--- config.mk ---
export PLATFORM = sky130hd
export DESIGN_NAME = coeffLoader
export DESIGN_NICKNAME = d
export VERILOG_FILES = /design/src/common/hilbertCoeffPkg.sv /design/src/hw/coeffLoader.sv
export SDC_FILE = /design/constraint.sdc
export NUM_CORES = 1
export LEC_CHECK = 0
export BUFFER_PORTS_ARGS = -buffer_cell sky130_fd_sc_hd__buf_4
export CORE_ASPECT_RATIO = 0.75
export CORE_MARGIN = 2
export CORE_UTILIZATION = 40
export CTS_BUF_LIST = sky130_fd_sc_hd__clkbuf_4 sky130_fd_sc_hd__clkbuf_8 sky130_fd_sc_hd__clkbuf_16
export CTS_CLUSTER_DIAMETER = 40
export DETAILED_ROUTE_END_ITERATION = 6
export GPL_ROUTABILITY_DRIVEN = 0
export PLACE_DENSITY = 0.69
export SYNTH_ARGS = -nofsm -noshare
export SYNTH_HDL_FRONTEND = slang
export SYNTH_SLANG_ARGS = --single-unit
--- constraint.sdc ---
create_clock -name clock -period 1.95 [get_ports clock]
set_input_delay 0.195 -clock clock [delete_from_list [all_inputs] [get_ports clock]]
set_output_delay 0.195 -clock clock [all_outputs]
set_load 0.01 [all_outputs]
--- src/common/hilbertCoeffPkg.sv ---
// Coefficient widths, tap count, centre index and the constant Hilbert coefficient table.

package hilbertCoeffPkg;

	// Each coefficient is a signed 18-bit integer scaled by 100000.
	localparam int COEFF_WIDTH = 18;

	// The filter has 27 taps.
	localparam int TAP_COUNT = 27;

	// The centre tap sets the group delay and the in-phase delay.
	localparam int CENTER_TAP = (TAP_COUNT - 1) / 2;

	typedef logic signed [COEFF_WIDTH-1:0] coeffT;

	// Antisymmetric Hilbert table. Odd taps, including the centre, are zero.
	// The first half is negative and the second half mirrors it with the sign flipped.
	localparam coeffT COEFF_TABLE [TAP_COUNT] = '{
		-18'sd775, 18'sd0,
		-18'sd1582, 18'sd0,
		-18'sd3114, 18'sd0,
		-18'sd5642, 18'sd0,
		-18'sd10043, 18'sd0,
		-18'sd19511, 18'sd0,
		-18'sd63075, 18'sd0,
		18'sd63075, 18'sd0,
		18'sd19511, 18'sd0,
		18'sd10043, 18'sd0,
		18'sd5642, 18'sd0,
		18'sd3114, 18'sd0,
		18'sd1582, 18'sd0,
		18'sd775
	};

endpackage

--- src/hw/coeffLoader.sv ---
// Coefficient loader that streams the Hilbert tap table while enabled and flags the last tap.

`timescale 1ns/1ps

module coeffLoader import hilbertCoeffPkg::*; (
	input logic clock,
	input logic rstN,
	input logic loadEnable,
	output coeffT coeffOut,
	output logic coeffStrobe,
	output logic coeffSetFlag
);

	// The index only has to reach TAP_COUNT - 1.
	localparam int INDEX_WIDTH = $clog2(TAP_COUNT);
	localparam logic [INDEX_WIDTH-1:0] LAST_INDEX = INDEX_WIDTH'(TAP_COUNT - 1);

	// Position of the next coefficient to send.
	logic [INDEX_WIDTH-1:0] coeffIndex;

	// One coefficient leaves per clock while loadEnable is high.
	// The first one appears one cycle after the enable rises.
	// The last one carries coeffSetFlag, after which the index holds and
	// no further strobes are issued until the enable is dropped.
	always_ff @(posedge clock or negedge rstN) begin
		if (!rstN) begin
			coeffIndex <= '0;
			coeffOut <= '0;
			coeffStrobe <= 1'b0;
			coeffSetFlag <= 1'b0;
		end else if (!loadEnable) begin
			// Dropping the enable abandons any load in progress.
			// The next load starts again from index 0.
			coeffIndex <= '0;
			coeffOut <= '0;
			coeffStrobe <= 1'b0;
			coeffSetFlag <= 1'b0;
		end else if (!coeffSetFlag) begin
			coeffOut <= COEFF_TABLE[coeffIndex];
			coeffStrobe <= 1'b1;
			if (coeffIndex == LAST_INDEX) begin
				// The whole table has gone out with this coefficient.
				coeffSetFlag <= 1'b1;
			end else begin
				coeffIndex <= coeffIndex + 1'b1;
			end
		end else begin
			// Table finished. Hold the flag and the last value, strobe stays quiet.
			coeffStrobe <= 1'b0;
		end
	end

endmodule

After elaboration in Yosys (flattened, before gate mapping)
Memories as Yosys holds them, arrays and structs flattened.
Cells that the tools add are included.
{"block": "op_classes", "eq_ne": 3, "addsub": 1, "bitwise": 1, "muxes": 12, "multipliers": 0, "shifts": 0, "n_lt_le_gt_ge": 1, "div": 0, "n_reduce_logical": 1}
{"cell": "$mux 18", "n": 4}
{"cell": "$mux 5", "n": 3}
{"cell": "$ge 6x6->1 const B", "n": 1}
{"cell": "$not 5->6", "n": 1}
{"cell": "$add 5x1->5 const B", "n": 1}
{"cell": "$eq 5x5->1 const B", "n": 1}
{"cell": "$mux 1", "n": 5}
{"cell": "$ne 2x2->1 const B", "n": 2}
{"cell": "$reduce_and 2->1", "n": 1}
{"block": "totals", "in_bits": 3, "regBits": 25, "output_inout_bits": 20, "ram_bits": 0, "rom_bits": 576, "latchBits": 0, "mem_count": 1}
{"memory": "(name not given)", "depth": 32, "width": 18, "rd": 1, "rd_ports_with_merged_regs": 0, "write_ports": 0, "line_no": "coeffLoader.sv:39", "rtl": "coeffOut <= COEFF_TABLE[coeffIndex];"}

Logic depth before layout (Yosys ltp)
{"block": "logic_depth", "word_depth": 6, "ltp_mapped": 7, "depth_no_buf": 6}

Least setup slack after synthesis
OpenSTA, ideal clock, no wires.
{"block": "synth_path", "path_kind": "register to register", "from": "register coeffIndex[0]", "to": "register coeffOut[3]", "slack_ns": 0.149, "period_less_slack_ns": 1.801, "stages_incl_launch_ff": 8, "setup_ns": 0.124, "arrival_ns": 1.677, "cell_sequence": "dfrtp_1 > clkbuf_2 > inv_1 > ha_1 > nor2b_2 > a2111o_1 > a32oi_1 > nand2_1"}
{"block": "synth_via", "elab_chain_cells": 6}
{"item": "start: declaration", "line_no": "coeffLoader.sv:19", "rtl": "logic [INDEX_WIDTH-1:0] coeffIndex;"}
{"item": "start signal: assignment", "line_no": "coeffLoader.sv:45", "rtl": "coeffIndex <= coeffIndex + 1'b1;"}
{"item": "$not 5->6 (implied by the code)", "line_no": "coeffLoader.sv:39"}
{"item": "$mem_v2 32x18"}
{"item": "$mux 18 (implied by the code) (2 in series)", "line_no": "coeffLoader.sv:39"}
{"item": "$mux 18", "line_no": "coeffLoader.sv:38", "rtl": "end else if (!coeffSetFlag) begin"}
{"item": "$mux 18", "line_no": "coeffLoader.sv:31", "rtl": "end else if (!loadEnable) begin"}
{"item": "end signal: assignment", "line_no": "coeffLoader.sv:39"}
{"item": "end: declaration", "line_no": "coeffLoader.sv:9", "rtl": "output coeffT coeffOut,"}
No other way between the ends. The select of a mux whose other input is x is not followed.
A chain may end at the register's enable or synchronous reset.

Worst setup path in the final report
{"block": "layout_path", "from": "register coeffIndex[1]", "to": "register coeffOut[3]"}
Same word-level chain as after synthesis.

==> results.json <==
{
  "status": "finished, final reports clean",
  "rsz0062_at_grt": "false",
  "cts_tree": "done",
  "cp-end-kind": "register",
  "grt_overflow": 0,
  "grt_pass1_vias": 1098,
  "die_height_um": 54.3,
  "max_slew_margin_pct": 61.4,
  "diodes": 0,
  "postCtsHoldBufs": 1,
  "antenna_found_initial": 0,
  "worstSkewPairLatency_ns": 0.26,
  "io_pins": 23,
  "crit_buf_inv": 1,
  "first_iter_violations": 170,
  "p_leak_uw": 0.000716,
  "crit_path_top_delay_cell": "a2111o_1",
  "multiInputGateArea_um2": 698,
  "top_usage_layer": "met1",
  "grt_pass1_wl_mm": 5.26,
  "htree_levels": 1,
  "clock_path_buffers": 2,
  "vias": 1210,
  "min_from": "loadEnable",
  "clock.fmax_mhz": 586,
  "setup_viol": 0,
  "rows": 18,
  "cts_sinks": 22,
  "crit_start": "coeffIndex[1]",
  "cts_resized": 0,
  "ir_worst_vdd_mv": 0.331,
  "ys_types": 42,
  "reg2reg_from": "coeffIndex[1]",
  "avgRoutedWirePerCell_um": 14.7,
  "path_cells": "inv_1 > ha_1 > nor2b_2 > a2111o_1 > a32oi_1 > nand2_1",
  "period_share_pct": 87.5,
  "async_flop_share_pct": 100,
  "mostFrequentLayoutCells": "buf_4 (27), dfrtp_1 (22), nand2_1 (16), o21ai_0 (14), a21oi_1 (14)",
  "clkTransAtPathRegs_ns": 0.08,
  "track_usage_pct": 17.6,
  "fillerInstances": 309,
  "dr.pass1.iters": 5,
  "grt_max_degree": 25,
  "required_ns": 2.10,
  "setup-tns-final_ns": 0,
  "synthesis.instances": 155,
  "viasPerCell": 5.73,
  "syn_to_final_growth_pct": 16.6,
  "hold_viol": 0,
  "synth_nets": 162,
  "worst_path_largest_cell_delay_ns": 0.45,
  "ff2ff_path_depth": 6,
  "syn-cell-area_um2": 1350,
  "report.final.slew_viol_count": 0,
  "drcViolationCount": 0,
  "port-buffer-count": 22,
  "final_nets": 180,
  "use_met3_pct": 4.05,
  "start_util_pct": 41.3,
  "dp_hpwl_mm": 2.14,
  "synth_seq_cells": 22,
  "total_power_uw": 1010,
  "finClkSkew_ns": 0.00418,
  "cts_made_buffers": 3,
  "power_per_cell_area_nw_per_um2": 642,
  "drtAntennaViolNets": 0,
  "worstMarginPinSlew_ns": 0.579,
  "grt_use_met1_pct": 26.2,
  "crit_arrival_ns": 1.85,
  "yosysWarnings": 0,
  "hp-class": "in -> reg",
  "dieArea_um2": 3850,
  "synth_edf_count": 0,
  "crit_path_start_kind": "register",
  "coreArea_um2": 3270,
  "die_w_um": 71.0,
  "cts-root-buf": "clkbuf_8",
  "syn_area_per_cell_um2": 8.69,
  "cp_num_cells": 6,
  "synth_seq_area_share_pct": 40.9,
  "drive_gt1_share_pct": 21.1,
  "dominantRegCellSynth": "dfrtp_1",
  "period_minus_slack_ns": 1.71,
  "hold_depth": 3,
  "maxCapViolCount": 0,
  "grt_use_met2_pct": 26.2,
  "path_class": "reg -> reg",
  "ff_latch_area_um2": 551,
  "path_delay_family": "compound AO/OA/AOI/OAI gates",
  "cp_max_fo": 6,
  "routed_wl_mm": 3.11,
  "final_common_cell": "buf_4",
  "cts_setup_buffers": 0
}
## worst reg2reg max path, cell delays in order (launching register included)
cell and delay [ns]:
dfrtp_1 0.44, inv_1 0.10, ha_1 0.20, nor2b_2 0.18
a2111o_1 0.45, a32oi_1 0.15, nand2_1 0.07
## path summary, 6_finish.rpt
kind	to	slack (ns)
max in group asynchronous	coeffOut[1]	1.37
max reg2reg	coeffOut[3]	0.24
min reg2reg	coeffOut[4]	0.54
min in group asynchronous	coeffSetFlag	0.35
min	coeffOut[4]	0.30
max	coeffOut[3]	0.24
## power breakdown
group	total, uW	switching (uW)	internal [uW]	leakage [uW]
registers	512	25.2	486	0.000287
clock network	280	142	138	0.0000216
logic	217	117	99.7	0.000408
## metrics by stage
stage                     area, um^2  worst slack, ns  cells  util [%]  hold WS, ns
after detailed placement        1520            0.262    207      46.6        0.104
final                           1570            0.244    211      48.1        0.298
after global placement          1520            0.313    207      46.6       0.0997
after global routing            1570            0.123    211      48.1        0.304
after CTS                       1570            0.233    211      48.1        0.291
after floorplan                 1350            0.149    155         -       -0.101
## logic make-up (layout without fill, tap and decap cells)
family / Yosys count / count (layout) / share of synthesized area, %
fa+ha+maj: 4 / 4 / 3.71
mux: 2 / 2 / 1.58
flops: 22 / 22 / 40.9
compound gates: 53 / 53 / 25.6
simple gates: 52 / 52 / 19.6
buf+inv: 20 / 36 / 7.33
xor+xnor: 2 / 2 / 1.30
## cells in the mapped netlist, types with 3 or more instances
master,count,area [um^2]
a21oi_1,14,70.1
inv_1,5,18.8
nor2_1,12,45.0
dfrtp_1,22,551
buf_2,6,30.0
o211ai_1,4,30.0
buf_4,4,30.0
ha_1,4,50.1
nand2b_1,5,31.3
clkbuf_1,3,11.3
nand2_1,16,60.1
nor2b_1,5,31.3
nand3_1,3,15.0
o21ai_0,14,70.1
## flip-flops by register name (all words and copies together), names as in the netlist
| name | flops |
|---|---|
| coeffIndex | 5 |
| coeffStrobe | 1 |
| coeffOut | 15 |
| coeffSetFlag | 1 |
## area by class of cell
class | instances | area share [%]
Clock buffer | 3 | 2.63
Inverter | 5 | 1.19
Multi-Input combinational cell | 113 | 44.4
Sequential cell | 22 | 35.0
Tap cell | 40 | 3.18
Timing Repair Buffer | 28 | 13.5
## routing by layer
layer | part of all wire, % | routed length [um] | vias to the layer above
met4 | 0.77 | 24 | 0
met3 | 8.1 | 251 | 4
li1 | - | - | 580
met5 | 0 | 0 | -
met2 | 44 | 1380 | 51
met1 | 47 | 1460 | 575
(Power assumes the default switching activity.)
