`src/common/hilbertDataPkg.sv`:
```
// Sample, FIR-result and analytic-output structs with the data path widths.

package hilbertDataPkg;

	// Width of an input sample and of each analytic output component.
	localparam int SAMPLE_WIDTH = 16;

	// Width of the FIR sum.
	// 27 products of 34 bits each cannot overflow 40 bits.
	localparam int ACC_WIDTH = 40;

	// One input sample with its strobe.
	typedef struct packed {
		logic valid;
		logic signed [SAMPLE_WIDTH-1:0] data;
	} sampleT;

	// Full-precision FIR sum together with the centre-tap sample that
	// becomes the in-phase value.
	typedef struct packed {
		logic valid;
		logic signed [ACC_WIDTH-1:0] sum;
		logic signed [SAMPLE_WIDTH-1:0] center;
	} firResultT;

	// Analytic pair at sample width, plus a flag raised when the
	// quadrature value had to be clamped.
	typedef struct packed {
		logic valid;
		logic signed [SAMPLE_WIDTH-1:0] inPhase;
		logic signed [SAMPLE_WIDTH-1:0] quadrature;
		logic saturated;
	} analyticT;

endpackage

```
`src/hw/analyticOutput.sv`:
```
// Output stage with rounding shift, saturation to sample width and the analytic output register.

`timescale 1ns/1ps

module analyticOutput import hilbertDataPkg::*; #(
	parameter int OUT_SHIFT = 17
) (
	input logic clock,
	input logic rstN,
	input firResultT firResult,
	output analyticT analyticOut
);

	// Half of one output step, added before the shift so it rounds to nearest.
	localparam logic signed [ACC_WIDTH-1:0] ROUND_BIAS =
		(OUT_SHIFT > 0) ? (ACC_WIDTH'(1) <<< (OUT_SHIFT - 1)) : '0;

	// Limits of a signed sample, held at sum width for comparison.
	localparam logic signed [ACC_WIDTH-1:0] SAT_MAX = (2 ** (SAMPLE_WIDTH - 1)) - 1;
	localparam logic signed [ACC_WIDTH-1:0] SAT_MIN = -(2 ** (SAMPLE_WIDTH - 1));

	logic signed [ACC_WIDTH-1:0] roundedSum;
	logic signed [ACC_WIDTH-1:0] shiftedSum;
	logic signed [SAMPLE_WIDTH-1:0] quadNext;
	logic satNext;

	// Round, shift arithmetically, then clamp.
	// The bias cannot overflow the sum because the FIR gain stays far below 40 bits.
	always_comb begin
		roundedSum = firResult.sum + ROUND_BIAS;
		shiftedSum = roundedSum >>> OUT_SHIFT;
		if (shiftedSum > SAT_MAX) begin
			quadNext = SAT_MAX[SAMPLE_WIDTH-1:0];
			satNext = 1'b1;
		end else if (shiftedSum < SAT_MIN) begin
			quadNext = SAT_MIN[SAMPLE_WIDTH-1:0];
			satNext = 1'b1;
		end else begin
			quadNext = shiftedSum[SAMPLE_WIDTH-1:0];
			satNext = 1'b0;
		end
	end

	// The pair leaves together with its valid, one cycle after the FIR result.
	always_ff @(posedge clock or negedge rstN) begin
		if (!rstN) begin
			analyticOut <= '0;
		end else begin
			analyticOut.valid <= firResult.valid;
			analyticOut.inPhase <= firResult.center;
			analyticOut.quadrature <= quadNext;
			analyticOut.saturated <= satNext;
		end
	end

endmodule

```
`config.mk`:
```
export PLATFORM = sky130hd
export DESIGN_NAME = analyticOutput
export DESIGN_NICKNAME = d
export VERILOG_FILES = /design/src/common/hilbertDataPkg.sv /design/src/hw/analyticOutput.sv
export SDC_FILE = /design/constraint.sdc
export NUM_CORES = 1
export LEC_CHECK = 0
export ABC_AREA = 0
export CORE_ASPECT_RATIO = 1.1
export CORE_UTILIZATION = 40
export CTS_CLUSTER_SIZE = 14
export DETAILED_ROUTE_END_ITERATION = 8
export DONT_BUFFER_PORTS = 1
export SYNTH_ARGS = -nofsm -noshare
export SYNTH_HDL_FRONTEND = slang
export SYNTH_SLANG_ARGS = --single-unit
```
`constraint.sdc`:
```
create_clock -name clock -period 0.8 [get_ports clock]
set_clock_uncertainty 0.05 [all_clocks]
set_input_delay 0.12 -clock clock [delete_from_list [all_inputs] [get_ports clock]]
set_output_delay 0.12 -clock clock [all_outputs]
set_load 0.02 [all_outputs]
```
; Word level (Yosys, flattened, before mapping)
; Cells that the tools add are included.
[word_totals]
reg_bits = 34
inputBits = 59
out_inout_bits = 34
word_cells = 11
[classes]
addsub = 1
magnitude_cmp = 2
muxes = 4
[op_table]
columns = cell, count
row1 = $add 40x18->40 const B, 1
row2 = $mux 16, 2
row3 = $gt 23x16->1 const B, 1
row4 = $lt 23x16->1 const B, 1
row5 = $mux 1, 2

; Logic depth before layout (Yosys ltp)
; Gate-level depths: netlist of the first run.
[logic_depth]
depth_word = 4
depth_mapped = 8
ltp_nobuf = 7

; Least setup slack after synthesis of the first run
; No wires, ideal clock.
[synth_timing]
path_type = input port to flip-flop
startpoint = in firResult[33] (netlist name)
endpoint = reg analyticOut[0] (netlist name)
setup_time_ns = 0.119
t_arrival_ns = 1.982
t_required_ns = 0.631
path_slack_ns = -1.351
cell_stages = 8
path_buffers = 1
path_cell_list = nand4_1 or4_4 buf_6 nor2_1 xnor2_1 clkinv_1 nor4_1 o21ba_2
[synth_via]
elab_chain_cells = 4
word_cells_on_any_way = 5
classes_between = 1 x add/sub / 2 x order compare / 2 x mux
[synth_rtl]
columns = element, line
row1 = "start, declared", analyticOutput.sv:10  ; input firResultT firResult,
row2 = $add 40x18->40 *, analyticOutput.sv:30  ; roundedSum = firResult.sum + ROUND_BIAS;
row3 = $lt 23x16->1, analyticOutput.sv:35  ; end else if (shiftedSum < SAT_MIN) begin
row4 = $mux 1, analyticOutput.sv:35
row5 = $mux 1 *, analyticOutput.sv:32  ; if (shiftedSum > SAT_MAX) begin
row6 = named net satNext, analyticOutput.sv:25  ; logic satNext;
row7 = "end, declared", analyticOutput.sv:11  ; output analyticT analyticOut
; Mark *: on every way through the listed nets, which the timed path passes. The rest lies on a longest branch.

; Worst setup path in the final report of the first run
[layout_timing]
startpoint = in firResult[40] (netlist name)
endpoint = reg analyticOut[9] (netlist name)
[layout_via]
elab_chain_cells = 4
word_cells_on_any_way = 5
classes_between = 1 x add/sub / 2 x order compare / 2 x mux
[layout_rtl]
columns = element, line
row1 = $add 40x18->40 *, analyticOutput.sv:30
row2 = $lt 23x16->1, analyticOutput.sv:35
row3 = $mux 16, analyticOutput.sv:35
row4 = $mux 16 *, analyticOutput.sv:32
row5 = named net quadNext[8], analyticOutput.sv:24  ; logic signed [SAMPLE_WIDTH-1:0] quadNext;
; Marks and branches as above.

==> results of run 1 <==
==> power by group <==
part / switching, mW / total [mW] / internal (mW)
registers: 0.170 / 2.00 / 1.83
clock network: 0.585 / 1.28 / 0.690
logic: 0.183 / 0.424 / 0.241
total: 0.938 / 3.70 / 2.76
==> area by class of cell <==
class	count	area, um^2
well taps	50	62.6
clock buffers	6	82.6
flip-flops and latches	34	871
repair buffers	52	462
clock inverters	2	12.5
multi-input cells	91	891
fillers	300	1330
inverters	7	28.8
==> through the flow <==
step	setup TNS (ps)	setup WS, ps	power, mW	cell area (um^2)	hold WS (ps)
6_report	-19430	-999	3.70	2410	-524
4_1_cts	-19330	-967	3.72	2340	-530
2_1_floorplan	-19900	-1200	2.21	1630	-226
5_1_grt	-21310	-1080	3.86	2410	-540
3_5_place_dp	-22320	-1370	2.31	1860	-225
3_3_place_gp	-21980	-1350	2.30	1860	-225
==> routing by layer <==
| layer | global-route usage (%) | vias up |
|---|---|---|
| li1 | - | 616 |
| met1 | 22.2 | 635 |
| met2 | 37.4 | 65 |
| met3 | 5.59 | 5 |
| met4 | 8.72 | 0 |
| met5 | 0 | - |
==> synthesized netlist by cell type, drive strengths merged (2+ instances only) <==
| cell | count |
|---|---|
| nor4 | 4 |
| xor2 | 7 |
| xnor2 | 9 |
| o31ai | 3 |
| nor3 | 4 |
| nand3 | 10 |
| nand2 | 4 |
| dfrtp | 34 |
| or4 | 4 |
| o21ai | 2 |
| nand4 | 8 |
| a22oi | 14 |
| buf | 4 |
| inv | 6 |
| nor2 | 7 |
| and3 | 3 |
==> final timing paths <==
kind,startpoint,end,slack (ps),cells past startpoint
worst max-delay path,firResult[40],analyticOut[9],-1000,9
max in group asynchronous,rstN,analyticOut[10],1130,0
min in group clock,firResult[45],analyticOut[13],-10,2
worst min-delay path,rstN,analyticOut[32],-520,0
==> what timing repair did <==
item,in CTS,in global routing
buffers inserted,7,4
gates resized for setup,29,27
cloned,3,0
pin swaps,18,6
hold endpoints to repair,55,35
endpoints found under the setup margin,51,51
==> kinds of logic after synthesis <==
group                    count (synthesis)  synth area share [%]
buffers and inverters                   12                  4.26
XOR/XNOR                                16                  8.68
flip-flops                              34                  52.7
AO/OA/AOI/OAI                           26                  16.4
adder cells (fa/ha/maj)                  1                 0.775
AND/OR/NAND/NOR                         46                  17.2
==> parameters.txt, run 1 <==
Parameter                              Value

Worst setup path
  CP endpoint kind    flip-flop
  Critical path launch point type    input port
  CP dominant cell by count    buf_4
  Critical path's largest stage delay    580 ps
  Cell type of the slowest stage on the worst timing path    or4_4
  Kind of cell adding the most delay to the critical path    simple AND/OR/NAND/NOR gates
  Number of buffers and inverters on the critical path    3
  Worst setup path category    in -> reg
  Maximum fanout along the worst path    8
  CP cell instances    nand4_1, buf_4, or4_4, nor2_4, xor2_1, buf_4, o31ai_4, buf_6, a32oi_1
  CP Data Required Time    about 900 ps
  Data arrival, critical path    approximately 1900 ps

Drt
  Final Routed Wirelength    roughly 4200 um
  Met1 WL    between 1500 and 2000 um
  Highest routing layer actually used    met4
  DRC violations left    0
  Detail-routed via count per cell    5.46
  Length of routed met3 wiring    312 um
  Vias    1321
  Metal2 WL    about 2200 um
  Routed len/inst    17.3 um
  Antenna Violating Nets Remaining    0
  Detailed-router iteration count before antenna repair    4
  Number of DRC markers after the initial detailed-route iteration    33

STA
  Final Cycle Share    225%
  Setup repair after global routing missed its margin    yes
  Final min period    1800 ps
  Fmax    around 560 MHz
  Worst path setup slack after routing    -999 ps
  Final Max Slew Viols    0
  Final hold slack    -524 ps
  Hold Fails Final Rpt    37
  Relative slew slack    75.1%
  Number of setup violations in the final report    around 50
  Measured slew at the worst slew-check pin    about 370 ps

Final layout
  Number of flip-flops under the largest register name    34
  # nets final    ~250
  Non-filler instance count after layout    around 240
  Most common library cell in the layout ignoring fill and taps    buf_4
  Top Registers    analyticOut: 34 flops
  Utilization after layout    approximately 64%
  Share of layout cells above drive strength 1    49.0%
  Top reg by flops    analyticOut
  Commonest cells after routing, fill and taps aside    28 x buf_4, 18 x dfrtp_1, 18 x dlygate4sd3_1
  Total inserted antenna cells    0
  P&R area growth vs syn    49.3%

Clocking
  CTS tree    built
  Sinks on the clock net    34
  Hold Buf Count CTS    18
  Clk buf depth    2
  Library cell used as clock root buffer    clkbuf_8
  CTS HTree Levels    2
  CTS Buf Count    5
  Clock transition at the register clock pins on the worst setup and hold paths after CTS    roughly 70 ps

Outcome
  Result of the run    finished with violations
  Violations in the final reports    hold timing, setup timing

Yosys
  Post-Synthesis Cells    approximately 140
  Share of flip-flops with an asynchronous set or reset after synthesis    100%
  Cell variety after synth    34
  Mapped cell area    ~1600 um^2
  YS warnings    0
  Count of flip-flops with a built-in enable after synthesis    0
  Library cell occupying the most area in the post-synthesis netlist    dfrtp_1
  Post-Synthesis Net Count    slightly below 200
  Number of synthesized register bits    34
  Sequential share of the synthesized area    between 50 and 60%
  Mean cell area of the mapped netlist    12.0 um^2
  Top cell type's share of synthesized area    between 50% and 60%
  Biggest area contributors in the synthesized netlist    dfrtp_1 53%, a22oi_2 6.2%, xnor2_1 4.9%, xor2_1 3.8%, nand3_1 2.8%
  Predominant post-synthesis flop cell    dfrtp_1

Die
  Num rows    23
  Placeable core region    around 3700 um^2
  Area of the die    approximately 4300 um^2
  Horiz. Die Dim    between 60 and 70 um
  Chip Height    ~69 um
  I/O pin cnt    93
  Starting utilization of the core area    43.1%

Global routing
  Overall routing resource usage    between 20% and 30%
  First-pass GRT wire length    roughly 6400 um
  Maximum number of pins on one net before global-route repair    35
  Antenna violations before repair    0
  Congestion Overflow GR    0
  Via count of the first global-routing pass    about 1300

Place
  Final HPWL from detailed placement    roughly 2700 um
  Post-Place Cells    206
  Port-buffer cells    0
  Global placer's final weighted congestion    between 0.7 and 0.8

Job
  Max Cap Viol    0

Power
  Worst supply voltage drop on vdd    approximately 0.65 mV
  Reported leakage power    0.933 nW
  Areal power density over the cells    1530 nW/um^2

Worst hold path
  Min-delay worst type    in -> async
No activity file was read; power rests on OpenSTA's default activity.
==> inputs of run 2 (changes only) <==
--- a/config.mk
+++ b/config.mk
@@ -11,6 +11,7 @@
 export CTS_CLUSTER_SIZE = 14
 export DETAILED_ROUTE_END_ITERATION = 8
 export DONT_BUFFER_PORTS = 1
+export PLACE_DENSITY = 0.52
 export SYNTH_ARGS = -nofsm -noshare
 export SYNTH_HDL_FRONTEND = slang
 export SYNTH_SLANG_ARGS = --single-unit
==> run 2 against run 1 <==
The run still ends with hold timing, setup timing left. Flip-flop and latch count stayed put. Routed wire length shrank 7.3%. Non-clock buffer count down 9. Clock-buffer cell count down 1. Clock power is 16% higher. Largest power group unchanged.
==> parameters.txt, run 2 (synthesized netlist as in run 1, its figures left out) <==
Parameter                              Value

Outcome
  Result of the run    finished with violations
  Violations in the final reports    hold timing, setup timing

STA
  Measured slew at the worst slew-check pin    488 ps (+116 ps)
  Worst path setup slack after routing    -969 ps (+29.6 ps)
  Final hold slack    -520 ps (+3.44 ps)
  Number of setup violations in the final report    51 (unchanged)
  Final Max Slew Viols    0 (unchanged)
  Hold Fails Final Rpt    37 (unchanged)
  Setup repair after global routing missed its margin    yes
  Fmax    565 MHz (+1.7%)
  Relative slew slack    67.2% (-7.9 points)
  Final Cycle Share    221% (-3.7 points)
  Final min period    1770 ps (-29.6 ps)

Worst setup path
  Critical path launch point type    input port
  Data arrival, critical path    1890 ps (about the same)
  CP cell instances    nand4_1, or4_4, or4_4, nand3_4, o211ai_4, o21ba_4
  Worst setup path category    in -> reg
  Critical path startpoint    firResult[47]
  CP dominant cell by count    or4_4
  Critical path's largest stage delay    600 ps (+20 ps)
  Maximum fanout along the worst path    8 (unchanged)
  CP endpoint kind    flip-flop
  Number of buffers and inverters on the critical path    0 (-3)
  CP Data Required Time    920 ps (+20 ps)
  Cell type of the slowest stage on the worst timing path    or4_4
  Kind of cell adding the most delay to the critical path    simple AND/OR/NAND/NOR gates

Die
  Area of the die    4290 um^2 (unchanged)
  Placeable core region    3740 um^2 (unchanged)
  Chip Height    68.6 um (unchanged)
  I/O pin cnt    93 (unchanged)
  Num rows    23 (unchanged)
  Starting utilization of the core area    43.1% (unchanged)
  Horiz. Die Dim    62.6 um (unchanged)

Global routing
  Overall routing resource usage    18.6% (-1.7 points)
  Via count of the first global-routing pass    1218 (-9.0%)
  First-pass GRT wire length    5890 um (-8.2%)
  Maximum number of pins on one net before global-route repair    35 (unchanged)
  Congestion Overflow GR    0 (unchanged)
  Antenna violations before repair    0 (unchanged)

Drt
  Vias    1256 (-4.9%)
  DRC violations left    0 (unchanged)
  Number of DRC markers after the initial detailed-route iteration    39 (+18%)
  Antenna Violating Nets Remaining    0 (unchanged)
  Detailed-router iteration count before antenna repair    5 (+1)
  Detail-routed via count per cell    5.39 (-1.2%)
  Routed len/inst    16.7 um (-3.8%)
  Final Routed Wirelength    3880 um (-7.3%)

Job
  Max Cap Viol    0 (unchanged)

Clocking
  Library cell used as clock root buffer    clkbuf_8
  Clock transition at the register clock pins on the worst setup and hold paths after CTS    70 ps (about the same)
  CTS Buf Count    5 (unchanged)
  CTS HTree Levels    2 (unchanged)
  CTS tree    built
  Hold Buf Count CTS    18 (unchanged)
  Sinks on the clock net    34 (unchanged)
  Clk buf depth    2 (unchanged)

Place
  Global placer's final weighted congestion    0.785 (+1.9%)
  Port-buffer cells    0 (unchanged)
  Final HPWL from detailed placement    2630 um (-2.5%)
  Pre-CTS setup slack    -1340 ps (+32.2 ps)

Power
  Net switching fraction of the power    23.5% (-1.9 points)
  Worst supply voltage drop on vdd    0.569 mV (-12%)
  Power consumption    3.90 mW (+5.6%)
  Sequential power share    51.4% (-2.7 points)
  Areal power density over the cells    1680 nW/um^2 (+9.5%)
  Switching power total    918 uW (-2.2%)
  Reported leakage power    0.890 nW (-4.6%)
  Clock network power share    38.3% (+3.8 points)
  Cell internal power dissipation    2.99 mW (+8.2%)
  Share of power burned in combinational logic    10.4% (-1.1 points)

Final layout
  Top Registers    analyticOut: 34 flops
  # nets final    242 (-3.6%)
  Total inserted antenna cells    0 (unchanged)
  Share of layout cells above drive strength 1    47.0% (-2.0 points)
  Most common library cell in the layout ignoring fill and taps    dfrtp_2
  Top reg by flops    analyticOut
  P&R area growth vs syn    44.0%
  Commonest cells after routing, fill and taps aside    24 x dfrtp_2, 22 x buf_4, 18 x dlygate4sd3_1
  Number of flip-flops under the largest register name    34 (unchanged)

Worst hold path
  Min-delay worst type    in -> async
==> run 2: cell type report <==
class                      instances  area [um^2]
sequential                        34          881
multi-input combinational         91          832
fill                             294         1420
clock buffer                       5         68.8
clock inverter                     3         40.0
inverter                           7         28.8
tap                               50         62.6
timing repair buffer              43          410
==> run 2: metrics by stage <==
stage	TNS (ps)	instances	util (%)	area (um^2)
global placement	-21140	202	48.8	1830
finish	-18530	233	62.1	2320
global route	-20340	233	62.1	2320
detailed placement	-21910	202	48.8	1830
CTS	-19220	231	59.4	2220
floorplan	-19900	135	-	1630
==> run 2: worst paths after layout <==
| path | endpoint | slack, ps | depth (start not counted) |
|---|---|---|---|
| max in group asynchronous | analyticOut[18] | 1140 | 0 |
| setup / recovery | analyticOut[0] | -970 | 6 |
| min in group clock | analyticOut[4] | -20 | 2 |
| hold / removal | analyticOut[7] | -520 | 0 |
==> run 2: metal layers <==
layer / part of all wire, % / GRT usage, %
met2: 51 / 33.2
met4: 2.1 / 9.59
met1: 39 / 20.2
met5: 0 / 0
met3: 7.5 / 5.92
==> run 2: power groups by stage <==
stage / clock (mW) / sequential (mW) / combinational, mW
after floorplan: 0 / 2.01 / 0.203
final: 1.49 / 2.01 / 0.405
after global routing: 1.60 / 2.01 / 0.440
after detailed placement: 0 / 2.02 / 0.277
after global placement: 0 / 2.02 / 0.274
after CTS: 1.53 / 2.00 / 0.372
==> run 2: repair_timing <==
action | CTS | global route
pin swaps | 7 | 3
setup endpoints to repair | 51 | 51
gates resized for setup | 25 | 22
cloned | 2 | 1
endpoints found under the hold margin | 55 | 35
setup buffers | 1 | 1
==> inputs of run 3 (changes only) <==
--- a/config.mk
+++ b/config.mk
@@ -6,12 +6,12 @@
 export NUM_CORES = 1
 export LEC_CHECK = 0
 export ABC_AREA = 0
+export BUFFER_PORTS_ARGS = -buffer_cell sky130_fd_sc_hd__buf_4
 export CORE_ASPECT_RATIO = 1.1
 export CORE_UTILIZATION = 40
 export CTS_CLUSTER_SIZE = 14
 export DETAILED_ROUTE_END_ITERATION = 8
-export DONT_BUFFER_PORTS = 1
-export PLACE_DENSITY = 0.52
+export PLACE_DENSITY = 0.72
 export SYNTH_ARGS = -nofsm -noshare
 export SYNTH_HDL_FRONTEND = slang
 export SYNTH_SLANG_ARGS = --single-unit
==> run 3 against run 2 <==
The flow finishes with violations (setup timing). Die area unchanged. Global-route usage rose by 11 points. Clock power grew 7%. Maximum frequency decreased by 11%. Cell count is 45% higher. Power rose by 20%. Critical path depth up 3. Combinational power grew to 3.0 times the previous value. Core utilization up 26 points.
==> parameters.txt, run 3 (synthesized netlist as in run 1, its figures left out) <==
Parameter                              Value

STA
  Final Max Slew Viols    0 (unchanged)
  Measured slew at the worst slew-check pin    526 ps (+37.3 ps)
  Number of setup violations in the final report    51 (unchanged)
  Setup repair after global routing missed its margin    yes
  Hold Fails Final Rpt    0 (-100%)
  Fmax    506 MHz (-11%)
  Final Cycle Share    247% (+26 points)
  Final hold slack    125 ps (+646 ps)
  Relative slew slack    64.6% (-2.6 points)
  Worst path setup slack after routing    -1180 ps (-208 ps)
  Final min period    1980 ps (+208 ps)
  Post-route setup TNS    -24600 ps (-6070 ps)

Power
  Cell internal power dissipation    3.48 mW (+16%)
  Clock network power share    34.2% (-4.1 points)
  Share of power burned in combinational logic    25.6% (+15 points)
  Power consumption    4.67 mW (+20%)
  Worst supply voltage drop on vdd    0.994 mV (+75%)
  Areal power density over the cells    1420 nW/um^2 (-16%)
  Switching power total    1.20 mW (+30%)
  Sequential power share    40.1% (-11 points)
  Reported leakage power    1.50 nW (+68%)
  Net switching fraction of the power    25.6% (+2.1 points)

Final layout
  Area taken by multi-input logic gates    835 um^2 (+0.30%)
  Most common library cell in the layout ignoring fill and taps    buf_4
  P&R area growth vs syn    105%
  Register area    851 um^2 (-3.4%)
  Non-filler instance count after layout    339 (+45%)
  Commonest cells after routing, fill and taps aside    81 x buf_4, 47 x buf_6, 34 x dfrtp_1
  Total inserted antenna cells    0 (unchanged)
  Utilization after layout    88.3% (+26 points)
  Number of fill cells in the layout    155 (-47%)
  # nets final    349 (+44%)
  Share of layout cells above drive strength 1    59.9% (+13 points)
  Top Registers    analyticOut: 34 flops
  Top reg by flops    analyticOut
  Number of flip-flops under the largest register name    34 (unchanged)

Die
  Chip Height    68.6 um (unchanged)
  Placeable core region    3740 um^2 (unchanged)
  Area of the die    4290 um^2 (unchanged)
  I/O pin cnt    93 (unchanged)
  Horiz. Die Dim    62.6 um (unchanged)
  Num rows    23 (unchanged)
  Starting utilization of the core area    43.1% (unchanged)

Clocking
  CTS HTree Levels    2 (unchanged)
  CTS Buf Count    5 (unchanged)
  Clock transition at the register clock pins on the worst setup and hold paths after CTS    70 ps (about the same)
  CTS tree    built
  Clk buf depth    2 (unchanged)
  Library cell used as clock root buffer    clkbuf_8
  Sinks on the clock net    34 (unchanged)

Drt
  Final Routed Wirelength    6330 um (+63%)
  Routed len/inst    18.7 um (+12%)
  Detailed-router iteration count before antenna repair    4 (-1)
  Detail-routed via count per cell    5.39 (about the same)
  Number of DRC markers after the initial detailed-route iteration    95 (+140%)
  Vias    1827 (+45%)
  Antenna Violating Nets Remaining    0 (unchanged)
  DRC violations left    0 (unchanged)

Place
  Final HPWL from detailed placement    3540 um (+34%)
  Post-Place Cells    297 (+47%)
  Port-buffer cells    76 (+76)
  Global placer's final weighted congestion    0.748 (-4.7%)

Worst setup path
  CP Data Required Time    890 ps (-30 ps)
  CP endpoint kind    flip-flop
  Maximum fanout along the worst path    7 (-1)
  Data arrival, critical path    2070 ps (+180 ps)
  Critical path launch point type    input port
  Worst setup path category    in -> reg

Job
  Max Cap Viol    0 (unchanged)

Global routing
  Maximum number of pins on one net before global-route repair    35 (unchanged)
  Overall routing resource usage    29.3% (+11 points)
  Congestion Overflow GR    0 (unchanged)
  Via count of the first global-routing pass    1815 (+49%)
  Antenna violations before repair    0 (unchanged)
  First-pass GRT wire length    9310 um (+58%)

Outcome
  Violations in the final reports    setup timing
  Result of the run    finished with violations

Worst hold path
  Min-delay worst type    in -> reg
-- run 3: changes by cell type in the layout (fill, tap and decap cells not counted), sizes merged --
cell	previous run	this run
or4	5	4
inv	7	6
buf	24	133
clkinv	2	1
-- run 3: critical path, stage by stage --
cell	delay, ps
buf_8	80
nand4_4	130
or4_4	640
buf_6	170
nor2_2	110
xor2_2	110
o31ai_4	410
buf_6	210
a22oi_2	90
-- run 3: per-stage QoR --
stage / worst slack, ps / cell area [um^2]
after floorplan: -1200 / 1630
after global placement: -1560 / 2530
after detailed placement: -1500 / 2530
after CTS: -1080 / 3250
after global routing: -1210 / 3300
final: -1180 / 3300
-- run 3: path summary, 6_finish.rpt --
check / to / from / slack, ps / depth (start not counted)
max: analyticOut[15] / firResult[37] / -1180 / 9
min: analyticOut[7] / firResult[39] / 130 / 3
max in group asynchronous: analyticOut[4] / rstN / 80 / 2
min in group asynchronous: analyticOut[13] / rstN / 310 / 2
-- run 3: power groups by stage --
| stage | logic, mW | registers, mW | clock network, mW |
|---|---|---|---|
| 2_1_floorplan | 0.203 | 2.01 | 0 |
| 3_3_place_gp | 0.866 | 1.88 | 0 |
| 3_5_place_dp | 0.887 | 1.88 | 0 |
| 4_1_cts | 1.13 | 1.87 | 1.58 |
| 5_1_grt | 1.26 | 1.88 | 1.68 |
| 6_report | 1.20 | 1.88 | 1.60 |
-- run 3: final cells by class --
class                   instances  share of cell area [%]
repair buffers                151                    42.8
multi-input cells              90                    25.3
flip-flops and latches         34                    25.8
clock inverters                 1                   0.909
well taps                      50                    1.89
inverters                       7                   0.833
clock buffers                   6                    2.50
-- run 3: metal layers --
metal | share of wire, % | track usage [%] | vias up
met1 | 39 | 32.5 | 897
met2 | 52 | 52.3 | 100
li1 | - | - | 810
met4 | 3.4 | 18.6 | 0
met3 | 6.2 | 6.09 | 20
met5 | 0 | 0 | -
-- run 3: what timing repair did --
| action | CTS | global route |
|---|---|---|
| setup buffers | 12 | 3 |
| hold buffers | 18 | 0 |
| gates cloned | 2 | 0 |
| gates resized for setup | 70 | 6 |
| hold endpoints to repair | 51 | 0 |
| pin swaps | 8 | 1 |
| setup endpoints to repair | 51 | 51 |
